<file path="config.mk">
export PLATFORM = sky130hd
export DESIGN_NAME = cache_top
export DESIGN_NICKNAME = d
export VERILOG_FILES = /design/src/lc3b_pkg.sv /design/src/cache_pkg.sv /design/src/cache_top.sv /design/src/cache_control.sv /design/src/cache_datapath.sv /design/src/cache_array.sv
export SDC_FILE = /design/constraint.sdc
export NUM_CORES = 2
export LEC_CHECK = 0
export BUFFER_PORTS_ARGS = -buffer_cell sky130_fd_sc_hd__buf_2
export CAP_MARGIN = 20
export CORE_ASPECT_RATIO = 0.5
export CORE_MARGIN = 3
export CORE_UTILIZATION = 39
export CTS_BUF_LIST = sky130_fd_sc_hd__clkbuf_16
export DETAILED_ROUTE_END_ITERATION = 16
export PLACE_DENSITY = 0.53
export SLEW_MARGIN = 25
export SYNTH_ARGS = -nofsm -noshare
export SYNTH_HDL_FRONTEND = slang
export SYNTH_HIERARCHICAL = 1
export SYNTH_SLANG_ARGS = --single-unit
</file>
<file path="constraint.sdc">
create_clock -name clk -period 32.1 [get_ports clk]
set_input_delay 3.21 -clock clk [delete_from_list [all_inputs] [get_ports clk]]
set_output_delay 3.21 -clock clk [all_outputs]
set_load 0.05 [all_outputs]
</file>
<file path="src/lc3b_pkg.sv">
package lc3b_pkg;

  // --------------------------------------------------------------------------
  // Processor-side widths
  // --------------------------------------------------------------------------
  localparam int word_bits  = 16;
  localparam int byte_bits  = 8;
  localparam int wmask_bits = word_bits / byte_bits;

  typedef logic [word_bits-1:0]  lc3b_word;       // Data or byte address
  typedef logic [byte_bits-1:0]  lc3b_byte;
  typedef logic [wmask_bits-1:0] lc3b_mem_wmask;  // Bit 0 selects the low byte

  // --------------------------------------------------------------------------
  // CPU request toward the cache
  // --------------------------------------------------------------------------
  // Held steady by the CPU until the cycle mem_resp is high
  typedef struct packed {
    logic          read;
    logic          write;
    lc3b_mem_wmask wmask;
    lc3b_word      address;
    lc3b_word      wdata;
  } cpu_req_t;

endpackage : lc3b_pkg
</file>
<file path="src/cache_pkg.sv">
package cache_pkg;

  // --------------------------------------------------------------------------
  // Geometry
  // --------------------------------------------------------------------------
  localparam int line_bits   = 128;
  localparam int offset_bits = 4;                      // 16-byte lines
  localparam int index_bits  = 3;
  localparam int tag_bits    = 9;
  localparam int num_sets    = 1 << index_bits;        // 8 sets

  typedef logic [line_bits-1:0]   cache_line_t;
  typedef logic [tag_bits-1:0]    cache_tag_t;
  typedef logic [index_bits-1:0]  cache_index_t;
  typedef logic [offset_bits-1:0] cache_offset_t;

  // --------------------------------------------------------------------------
  // Physical memory request
  // --------------------------------------------------------------------------
  // Address is line aligned, low offset bits are zero
  typedef struct packed {
    logic              read;
    logic              write;
    lc3b_pkg::lc3b_word address;
    cache_line_t       wdata;
  } pmem_req_t;

  // --------------------------------------------------------------------------
  // Controller states
  // --------------------------------------------------------------------------
  typedef enum logic [1:0] {
    idle_check = 2'b00,   // Tag check, hit service
    write_back = 2'b01,   // Dirty victim out to memory
    fill       = 2'b10    // New line in from memory
  } cache_state_t;

endpackage : cache_pkg

</file>
<file path="src/cache_top.sv">
`timescale 1ns/1ps

module cache_top (
  input  logic                   clk,
  input  logic                   rst_n,
  input  lc3b_pkg::cpu_req_t     cpu_req,
  output lc3b_pkg::lc3b_word     mem_rdata,
  output logic                   mem_resp,
  output cache_pkg::pmem_req_t   pmem_req,
  input  cache_pkg::cache_line_t pmem_rdata,
  input  logic                   pmem_resp
);

  logic hit;
  logic victim_dirty;
  logic hit_update;
  logic fill_load;
  logic sel_victim_addr;
  logic pmem_read;
  logic pmem_write;

  lc3b_pkg::lc3b_word     pmem_address;
  cache_pkg::cache_line_t pmem_wdata;

  cache_datapath datapath (
    .clk            (clk),
    .rst_n          (rst_n),
    .cpu_req        (cpu_req),
    .pmem_rdata     (pmem_rdata),
    .hit_update     (hit_update),
    .fill_load      (fill_load),
    .sel_victim_addr(sel_victim_addr),
    .hit            (hit),
    .victim_dirty   (victim_dirty),
    .mem_rdata      (mem_rdata),
    .pmem_address   (pmem_address),
    .pmem_wdata     (pmem_wdata)
  );

  cache_control control (
    .clk            (clk),
    .rst_n          (rst_n),
    .cpu_read       (cpu_req.read),
    .cpu_write      (cpu_req.write),
    .hit            (hit),
    .victim_dirty   (victim_dirty),
    .pmem_resp      (pmem_resp),
    .mem_resp       (mem_resp),
    .hit_update     (hit_update),
    .fill_load      (fill_load),
    .sel_victim_addr(sel_victim_addr),
    .pmem_read      (pmem_read),
    .pmem_write     (pmem_write)
  );

  // Memory side request
  assign pmem_req = '{read: pmem_read, write: pmem_write,
                      address: pmem_address, wdata: pmem_wdata};

endmodule : cache_top

</file>
<file path="src/cache_control.sv">
`timescale 1ns/1ps

module cache_control (
  input  logic clk,
  input  logic rst_n,
  input  logic cpu_read,
  input  logic cpu_write,
  input  logic hit,
  input  logic victim_dirty,
  input  logic pmem_resp,
  output logic mem_resp,
  output logic hit_update,
  output logic fill_load,
  output logic sel_victim_addr,
  output logic pmem_read,
  output logic pmem_write
);

  cache_pkg::cache_state_t state;
  cache_pkg::cache_state_t next_state;
  logic                    request;

  assign request = cpu_read | cpu_write;

  // --------------------------------------------------------------------------
  // State register
  // --------------------------------------------------------------------------
  always_ff @(posedge clk) begin
    if (!rst_n) begin
      state <= cache_pkg::idle_check;
    end else begin
      state <= next_state;
    end
  end

  // --------------------------------------------------------------------------
  // Next state
  // --------------------------------------------------------------------------
  always_comb begin
    next_state = state;
    unique case (state)
      cache_pkg::idle_check: begin
        if (request && !hit) begin
          if (victim_dirty) begin
            next_state = cache_pkg::write_back;   // Line out before line in
          end else begin
            next_state = cache_pkg::fill;
          end
        end
      end

      cache_pkg::write_back: begin
        if (pmem_resp) begin
          next_state = cache_pkg::fill;
        end
      end

      cache_pkg::fill: begin
        if (pmem_resp) begin
          next_state = cache_pkg::idle_check;   // Retry now hits
        end
      end

      default: begin
        next_state = cache_pkg::idle_check;
      end
    endcase
  end

  // --------------------------------------------------------------------------
  // Outputs
  // --------------------------------------------------------------------------
  always_comb begin
    mem_resp        = 1'b0;
    hit_update      = 1'b0;
    fill_load       = 1'b0;
    sel_victim_addr = 1'b0;
    pmem_read       = 1'b0;
    pmem_write      = 1'b0;

    unique case (state)
      cache_pkg::idle_check: begin
        if (request && hit) begin
          mem_resp   = 1'b1;   // Zero wait cycles
          hit_update = 1'b1;   // LRU, data and dirty commit at the edge
        end
      end

      cache_pkg::write_back: begin
        pmem_write      = 1'b1;
        sel_victim_addr = 1'b1;
      end

      cache_pkg::fill: begin
        pmem_read = 1'b1;
        fill_load = pmem_resp;   // Line taken on the response cycle
      end

      default: begin
        mem_resp = 1'b0;
      end
    endcase
  end

endmodule : cache_control

</file>
<file path="src/cache_datapath.sv">
`timescale 1ns/1ps

module cache_datapath (
  input  logic                    clk,
  input  logic                    rst_n,
  input  lc3b_pkg::cpu_req_t      cpu_req,
  input  cache_pkg::cache_line_t  pmem_rdata,
  input  logic                    hit_update,
  input  logic                    fill_load,
  input  logic                    sel_victim_addr,
  output logic                    hit,
  output logic                    victim_dirty,
  output lc3b_pkg::lc3b_word      mem_rdata,
  output lc3b_pkg::lc3b_word      pmem_address,
  output cache_pkg::cache_line_t  pmem_wdata
);

  cache_pkg::cache_tag_t    tag;
  cache_pkg::cache_index_t  index;
  cache_pkg::cache_offset_t offset;
  logic [cache_pkg::offset_bits-2:0] word_sel;

  logic [cache_pkg::tag_bits:0] vtag0_out;
  logic [cache_pkg::tag_bits:0] vtag1_out;
  logic [cache_pkg::tag_bits:0] vtag_in;
  logic                         valid0;
  logic                         valid1;
  cache_pkg::cache_tag_t        tag0;
  cache_pkg::cache_tag_t        tag1;
  logic                         hit0;
  logic                         hit1;

  cache_pkg::cache_line_t line0_out;
  cache_pkg::cache_line_t line1_out;
  cache_pkg::cache_line_t line_in;
  cache_pkg::cache_line_t hit_line;
  cache_pkg::cache_line_t merged_line;
  lc3b_pkg::lc3b_word     hit_word;
  lc3b_pkg::lc3b_word     merged_word;
  lc3b_pkg::lc3b_byte     low_byte;
  lc3b_pkg::lc3b_byte     high_byte;

  logic dirty0_out;
  logic dirty1_out;
  logic dirty_in;
  logic lru_out;
  logic lru_in;
  logic victim_way;
  logic victim_valid;
  cache_pkg::cache_tag_t victim_tag;

  logic write_hit;
  logic data0_write;
  logic data1_write;
  logic vtag0_write;
  logic vtag1_write;

  // --------------------------------------------------------------------------
  // Address split and tag compare
  // --------------------------------------------------------------------------
  assign offset   = cpu_req.address[cache_pkg::offset_bits-1:0];
  assign index    = cpu_req.address[cache_pkg::offset_bits +: cache_pkg::index_bits];
  assign tag      = cpu_req.address[cache_pkg::offset_bits + cache_pkg::index_bits +:
                                    cache_pkg::tag_bits];
  assign word_sel = offset[cache_pkg::offset_bits-1:1];   // Byte 0 of offset ignored

  assign {valid0, tag0} = vtag0_out;
  assign {valid1, tag1} = vtag1_out;
  assign hit0 = valid0 && (tag0 == tag);
  assign hit1 = valid1 && (tag1 == tag);
  assign hit  = hit0 | hit1;

  // --------------------------------------------------------------------------
  // Read word select and write merge
  // --------------------------------------------------------------------------
  assign hit_line  = hit1 ? line1_out : line0_out;
  assign hit_word  = hit_line[word_sel * lc3b_pkg::word_bits +: lc3b_pkg::word_bits];
  assign mem_rdata = hit_word;

  always_comb begin
    low_byte  = cpu_req.wmask[0] ? cpu_req.wdata[7:0]  : hit_word[7:0];
    high_byte = cpu_req.wmask[1] ? cpu_req.wdata[15:8] : hit_word[15:8];
    merged_word = {high_byte, low_byte};
    merged_line = hit_line;
    merged_line[word_sel * lc3b_pkg::word_bits +: lc3b_pkg::word_bits] = merged_word;
  end

  // --------------------------------------------------------------------------
  // Victim choice
  // --------------------------------------------------------------------------
  assign victim_way   = lru_out;                  // LRU names the way to evict
  assign victim_valid = victim_way ? valid1 : valid0;
  assign victim_tag   = victim_way ? tag1 : tag0;
  assign victim_dirty = victim_valid & (victim_way ? dirty1_out : dirty0_out);
  assign pmem_wdata   = victim_way ? line1_out : line0_out;

  assign pmem_address = sel_victim_addr ?
                        {victim_tag, index, {cache_pkg::offset_bits{1'b0}}} :
                        {tag, index, {cache_pkg::offset_bits{1'b0}}};

  // --------------------------------------------------------------------------
  // Array write strobes
  // --------------------------------------------------------------------------
  assign write_hit   = hit_update & cpu_req.write;
  assign data0_write = (write_hit & hit0) | (fill_load & ~victim_way);
  assign data1_write = (write_hit & hit1) | (fill_load & victim_way);
  assign vtag0_write = fill_load & ~victim_way;
  assign vtag1_write = fill_load & victim_way;

  assign line_in  = fill_load ? pmem_rdata : merged_line;
  assign vtag_in  = {1'b1, tag};
  assign dirty_in = ~fill_load;                   // Fill is clean, write hit is dirty
  assign lru_in   = hit0;                         // Other way becomes LRU

  cache_array #(.width(cache_pkg::tag_bits + 1)) vtag0 (
    .clk(clk), .rst_n(rst_n), .write(vtag0_write), .index(index),
    .datain(vtag_in), .dataout(vtag0_out)
  );

  cache_array #(.width(cache_pkg::tag_bits + 1)) vtag1 (
    .clk(clk), .rst_n(rst_n), .write(vtag1_write), .index(index),
    .datain(vtag_in), .dataout(vtag1_out)
  );

  cache_array #(.width(1)) dirty0 (
    .clk(clk), .rst_n(rst_n), .write(data0_write), .index(index),
    .datain(dirty_in), .dataout(dirty0_out)
  );

  cache_array #(.width(1)) dirty1 (
    .clk(clk), .rst_n(rst_n), .write(data1_write), .index(index),
    .datain(dirty_in), .dataout(dirty1_out)
  );

  cache_array #(.width(cache_pkg::line_bits)) data0 (
    .clk(clk), .rst_n(rst_n), .write(data0_write), .index(index),
    .datain(line_in), .dataout(line0_out)
  );

  cache_array #(.width(cache_pkg::line_bits)) data1 (
    .clk(clk), .rst_n(rst_n), .write(data1_write), .index(index),
    .datain(line_in), .dataout(line1_out)
  );

  cache_array #(.width(1)) lru (
    .clk(clk), .rst_n(rst_n), .write(hit_update), .index(index),
    .datain(lru_in), .dataout(lru_out)
  );

endmodule : cache_datapath

</file>
<file path="src/cache_array.sv">
`timescale 1ns/1ps

module cache_array #(
  parameter int width = 1
) (
  input  logic                   clk,
  input  logic                   rst_n,
  input  logic                   write,
  input  cache_pkg::cache_index_t index,
  input  logic [width-1:0]       datain,
  output logic [width-1:0]       dataout
);

  logic [width-1:0] entries [cache_pkg::num_sets];

  always_ff @(posedge clk) begin
    if (!rst_n) begin
      for (int i = 0; i < cache_pkg::num_sets; i++) begin
        entries[i] <= '0;
      end
    end else if (write) begin
      entries[index] <= datain;
    end
  end

  assign dataout = entries[index];   // Asynchronous read

endmodule : cache_array

</file>
# [After elaboration in Yosys (flattened, before gate mapping)]
# Memories as Yosys holds them, arrays and structs flattened.
# Index checks and enable logic that the tools add are counted.
# W data, S select, Z words.
[word_totals] regBits=2 mem_bits_rw=2232 input_bits=167 out_inout_bits=163 wordCells=102 n_memories=7
[classes] addsub=1 n_eq_ne=7 n_shift=3 mux=57 bitwise=12 reduce_logical=14
[mem_list] name="datapath.data0.entries" depth=8 width=128 rd=1 rd_clocked_by_memory_dff=0 write_ports=8 line="cache_array.sv:14" source="logic [width-1:0] entries [cache_pkg::num_sets];"
[mem_list] name="datapath.data1.entries" depth=8 width=128 rd=1 rd_clocked_by_memory_dff=0 write_ports=8 line="cache_array.sv:14"
[mem_list] name="datapath.vtag0.entries" depth=8 width=10 rd=1 rd_clocked_by_memory_dff=0 write_ports=8 line="cache_array.sv:14"
[mem_list] name="datapath.vtag1.entries" depth=8 width=10 rd=1 rd_clocked_by_memory_dff=0 write_ports=8 line="cache_array.sv:14"
[mem_list] name="datapath.dirty0.entries" depth=8 width=1 rd=1 rd_clocked_by_memory_dff=0 write_ports=8 line="cache_array.sv:14"
[mem_list] name="datapath.dirty1.entries" depth=8 width=1 rd=1 rd_clocked_by_memory_dff=0 write_ports=8 line="cache_array.sv:14"
[mem_list] name="1 more memories"
[ops] operator="$mux W128" count=5
[ops] operator="$reduce_or A128 Y1" count=2
[ops] operator="$bwmux W128" count=1
[ops] operator="$shift A16 B34 Y128 const A" count=1
[ops] operator="$shiftx A128 B8 Y16" count=1
[ops] operator="$shiftx A16 B34 Y128" count=1
[ops] operator="$neg A7 Y34" count=1
[ops] operator="$mux W1" count=33
[ops] operator="$mux W3" count=7
[ops] operator="$mux W10" count=2
[ops] operator="$reduce_or A10 Y1" count=2
[ops] operator="$eq A9 B9 Y1" count=2
[ops] operator="$mux W16" count=1
[ops] operator="$mux W8" count=2
[ops] operator="$mux W9" count=1
[ops] operator="$mux W2" count=4
[ops] operator="$and A1 B1 Y1" count=6
[ops] operator="$pmux W2 S3" count=1
[ops] operator="$logic_and A1 B1 Y1" count=4
[ops] operator="$ne A2 B2 Y1 const B" count=2
[ops] operator="$or A1 B1 Y1" count=4
[ops] operator="$reduce_and A3 Y1" count=1
[ops] operator="$reduce_or A1 Y1" count=3
[ops] operator="$eq A2 B1 Y1 const B" count=1
[ops] operator="other kinds (5)" count=6

# [Depth between registers and ports, before layout]
# An unclocked memory read counts as a cell.
[logic_depth] depth_word=15 mapped_depth=22 ltp_nobuf=13

# [Hierarchy]
# Netlist, hierarchy kept.
[by_module_without_submodules] module="cache_array (datapath.data1)" n_inst=1 cells_each=2748 area_per_inst_um2=45409.8 seq_area_each_um2=30749.5
[by_module_without_submodules] module="cache_array (datapath.data0)" n_inst=1 cells_each=2743 area_per_inst_um2=45383.5 seq_area_each_um2=30749.5
[by_module_without_submodules] module="cache_datapath" n_inst=1 cells_each=1308 area_per_inst_um2=9024.9 seq_area_each_um2=0.0
[by_module_without_submodules] module="cache_array (datapath.vtag0 ...)" n_inst=2 cells_each=255 area_per_inst_um2=3746.1 seq_area_each_um2=2402.3
[by_module_without_submodules] module="cache_array (datapath.dirty0 ...)" n_inst=3 cells_each=36 area_per_inst_um2=412.9 seq_area_each_um2=160.2
[by_module_without_submodules] module="cache_control" n_inst=1 cells_each=16 area_per_inst_um2=153.9 seq_area_each_um2=40.0
[by_module_without_submodules] module="cache_top" n_inst=1 cells_each=2 area_per_inst_um2=15.0 seq_area_each_um2=0.0

# [Worst setup path before layout]
# No wires, ideal clock.
[synth_timing] kind="input to register" start="input port cpu_req[22] in the netlist's numbering" end="memory datapath/data0/entries[6][0] in the netlist's numbering (enable)" setup_ns=0.792 arrival_time_ns=15.425 t_required_ns=31.308 setup_slack_ns=15.883 stages=18 n_path_buf=6 path_cell_list="buf_2 -> clkbuf_1 -> mux2_2 -> nand2_1 -> o2111ai_1 -> xnor2_2 -> and4_4 -> buf_6 -> nand3_4 -> clkbuf_1 -> buf_2 -> buf_2 -> nand2_1 -> and2_1 -> nand2_1 -> o22ai_1 -> nand3_1 -> o21ai_0"
[synth_rtl] item="start: declaration" line="cache_top.sv:6" source="input lc3b_pkg::cpu_req_t cpu_req,"
[synth_rtl] item="end: declaration" line="cache_array.sv:14"

# [Worst setup path in the final report]
[layout_timing] start="input port cpu_req[20] in the netlist's numbering" end="output port mem_rdata[2]"
[layout_between] elab_chain_len=5 word_cells_on_any_way=7 classes_between="1 x eq/ne; 1 x shift; 1 x mux; 1 x reduce/logical; 3 x memory"
[layout_rtl] item="$mem_v2 Z8 W10"
[layout_rtl] item="named net datapath.vtag1_out, one bit" line="cache_datapath.sv:24" source="logic [cache_pkg::tag_bits:0] vtag1_out;"
[layout_rtl] item="$eq A9 B9 Y1" line="cache_datapath.sv:70" source="assign hit1 = valid1 && (tag1 == tag);"
[layout_rtl] item="$logic_and A1 B1 Y1" line="cache_datapath.sv:70"
[layout_rtl] item="$mux W128" line="cache_datapath.sv:76" source="assign hit_line = hit1 ? line1_out : line0_out;"
[layout_rtl] item="$shiftx A128 B8 Y16" line="cache_datapath.sv:77" source="assign hit_word = hit_line[word_sel * lc3b_pkg::word_bits +: lc3b_pkg::word_bits];"
[layout_rtl] item="end: declaration" line="cache_top.sv:7" source="output lc3b_pkg::lc3b_word mem_rdata,"
# The timed path passes the listed nets, and every way through them passes these cells.

==> impl_metrics.csv <==
group,metric,value,unit
power,intPower,4.885,mW
clock_network,cts_max_path_buffers,4,
drt,route.detailed.drc,0,
synthesis,synth_area_leaders,"edfxtp_1, and2_1, mux4_2",
min_path,hold_end,"datapath/lru/entries[6]$_DFF_P_",
timing,fmaxAchievable,75.05,MHz
placed_design,place.port_buffers,324,
timing,fin_skew,109.6,ps
setup_path,reg2reg_depth,15,
finish,fin_area,122100,sq um
synthesis,synth_top_area_cell,"edfxtp_1",
timing,holdWs,488.3,ps
drt,vias_per_cell,5.948,
grt,grt_pass1_vias,66436,
synthesis,yosysWarnings,6,
synthesis,syn_area,108700,sq um
floorplanning,die_w,752.7,um
min_path,hold_depth,2,
drt,drt_first_pass_iters,5,
synthesis,synth_top_area_share,60.99,%
power,sw_frac_of_total,27.77,%
timing,slew_headroom,16.48,%
timing,worstMarginPinSlew,1245,ps
power,powerDensity,55.40,nW/um^2
grt,antenna_found_initial,31,
power,p_sw,1.878,mW
setup_path,required,28890,ps
placed_design,place_area,115400,sq um
timing,drv_slew,0,
min_path,holdCritStartpoint,"datapath/lru/entries[6]$_DFF_P_",
grt,grt_first_pass_wirelength,566.4,mm
timing,grt_setup_unrepaired,"false",
power,comb_power_share,14.1,%
clock_network,cts_tree,"done",
synthesis,ys_seq_area_share,61.47,%
setup_path,end_kind,"output port",
setup_path,start_kind,"primary input",
drt,wirelength,416.5,mm
power,pwr-share-clk,36.7,%
clock_network,cts_resized,0,
clock_network,clock_sinks,2234,
synthesis,ys.flop_type,"edfxtp_1",
setup_path,reg2reg_to,"datapath/data0/entries[7][109]$_SDFFCE_PN0P_",
synthesis,syn_inst,7435,
placed_design,place_inst,11232,
grt,grt_max_degree,129,
clock_network,hold_buffers,0,
setup_path,worstSetupPathType,"primary input to output port",
setup_path,cp.arrival,10110,ps
min_path,min_path_type,"flop to flop",
floorplanning,die_h,379.3,um
floorplanning,core,276000,sq um
synthesis,async_flop_share,0,%
run,cap_violations,0,
setup_path,r2r_slack,23610,ps
drt,num_vias,69247,
grt,gr-total-overflow,0,
synthesis,synth_cell_types,87,
power,p_leak,44.74,nW
timing,setup_viol,0,
clock_network,root_buffer,"clkbuf_16",
clock_network,post_cts_buffers,0,
clock_network,htreeDepth,4,
clock_network,clkLatencyLatePin,920,ps
drt,ant_nets,0,
synthesis,synth_common_cells,"and2_1, edfxtp_1, mux4_2",
timing,layout_min_cycle_time,13320,ps
synthesis,synth_edf_count,2208,
clock_network,cts_buffers,218,
outcome,run_status,"finished, final reports clean",
timing,finalHoldViolCount,0,
finish,fin_nets,7896,
placed_design,globalplace.congestion,0.9128,
setup_path,cp_max_fo,66,
timing,min_period_over_period,41.51,%
floorplanning,die_area,285500,sq um
synthesis,ys_ff_latch,2234,
finish,area_growth,12.30,%
clock_network,cts.clk_slew.worst_paths,60,ps
floorplanning,io_pins,330,
timing,fin_setup_tns,0,ps
synthesis,postSynthAreaPerCell,14.62,sq um
grt,grt_util_all_layers,28.62,%
placed_design,hpwl,244.5,mm
finish,drive_gt1_share,24.52,%
power,peakVddDrop,51.13,uV
finish,finalNonFillerCells,11643,
power,seq_power_share,49.2,%
floorplanning,floorplan.initialDensity,39.39,%
drt,wl_per_cell,35.77,um
drt,drt_iter0_markers,9708,
setup_path,r2r_start,"datapath/vtag1/entries[5][3]$_SDFFCE_PN0P_",
synthesis,synth_most_common_cell,"and2_1",
floorplanning,num_rows,136,
[metrics by stage]
stage | power (mW) | worst slack (ps) | util [%]
after floorplan | 3.910 | 15880 | -
after global placement | 4.308 | 19160 | 41.76
after detailed placement | 4.314 | 19210 | 41.82
after CTS | 6.778 | 19220 | 44.19
after global routing | 6.946 | 18960 | 44.21
final | 6.763 | 18780 | 44.23
[critical path, stage by stage]
cell and delay [ps]:
buf_8 510, mux4_2 640, mux2_2 330, xnor2_1 860
nand2_2 810, nor3_4 810, buf_4 640, buf_4 520
a211oi_2 300, o41ai_4 880, buf_2 400
[sequential cells by signal, indices dropped and copies added (netlist names)]
name	flops
datapath/vtag1/entries	80
control/state	2
datapath/vtag0/entries	80
datapath/dirty0/entries	8
datapath/lru/entries	8
datapath/dirty1/entries	8
datapath/data1/entries	1024
datapath/data0/entries	1024
[layer usage]
metal	part of all wire, %	GRT usage (%)	wire [um]	up-vias
met5	0	0	0	-
met4	6.3	14.92	26150	0
met3	10	5.821	41700	781
met2	44	42.81	182000	3938
met1	40	39.63	166700	36337
li1	-	-	-	28191
[power by group through the flow]
stage	registers, mW	clock network [mW]	logic [mW]
after floorplan	3.41	0	0.496
after global placement	3.39	0	0.922
after detailed placement	3.39	0	0.926
after CTS	3.33	2.52	0.928
after global routing	3.33	2.64	0.972
final	3.32	2.48	0.953
[layout make-up]
class	instances	area (sq um)
fill	24741	153900
sequential	2234	66820
multi-input combinational	4591	39630
clock buffer	220	5505
tap	3726	4662
timing repair buffer	619	4128
clock inverter	161	1025
inverter	63	241.5
antenna	29	72.57
[worst max-delay path by stage]
stage | start | end | slack, ps | cells after the start
finish | cpu_req[20] | mem_rdata[2] | 18780 | 11
global route | cpu_req[20] | mem_rdata[2] | 18960 | 11
CTS | cpu_req[20] | mem_rdata[12] | 19220 | 11
detailed placement | cpu_req[20] | mem_rdata[12] | 19210 | 11
global placement | cpu_req[20] | mem_rdata[2] | 19160 | 11
floorplan | cpu_req[22] | datapath/data0/entries[6][0]$_SDFFCE_PN0P_ | 15880 | 18
[cells by family after synthesis]
| group | after synthesis | synth area share (%) |
|---|---|---|
| AOI/OAI and AO/OA | 627 | 4.190 |
| xor gates and xnor gates | 18 | 0.1726 |
| adders and majority gates | 2 | 0.02301 |
| buffers and inverters | 628 | 2.715 |
| DFF | 2234 | 61.47 |
| muxes | 904 | 15.32 |
| other | 2 | 0.006908 |
| and+or+nand+nor | 3020 | 16.11 |
[placed cells by master (no fill, tap or decap), drive strengths merged, types with 11 or more instances in the layout]
master and count:
and2 2213, edfxtp 2208, buf 619, mux4 575
nand2 527, mux2 294, clkbuf 220, o31ai 124
a21oi 123, o21ai 113, clkinv 106, inv 100
nor2 62, nand3 47, a22oi 44, a31oi 41
a211oi 40, mux2i 35, nand2b 35, nand4 33
nor3 31, o41ai 31, diode 29, a21o 29
dfxtp 26, nor2b 21, conb 20, o211ai 18
o221ai 15, a31o 14, bufinv 11
Power figures use the tool's default switching activity.
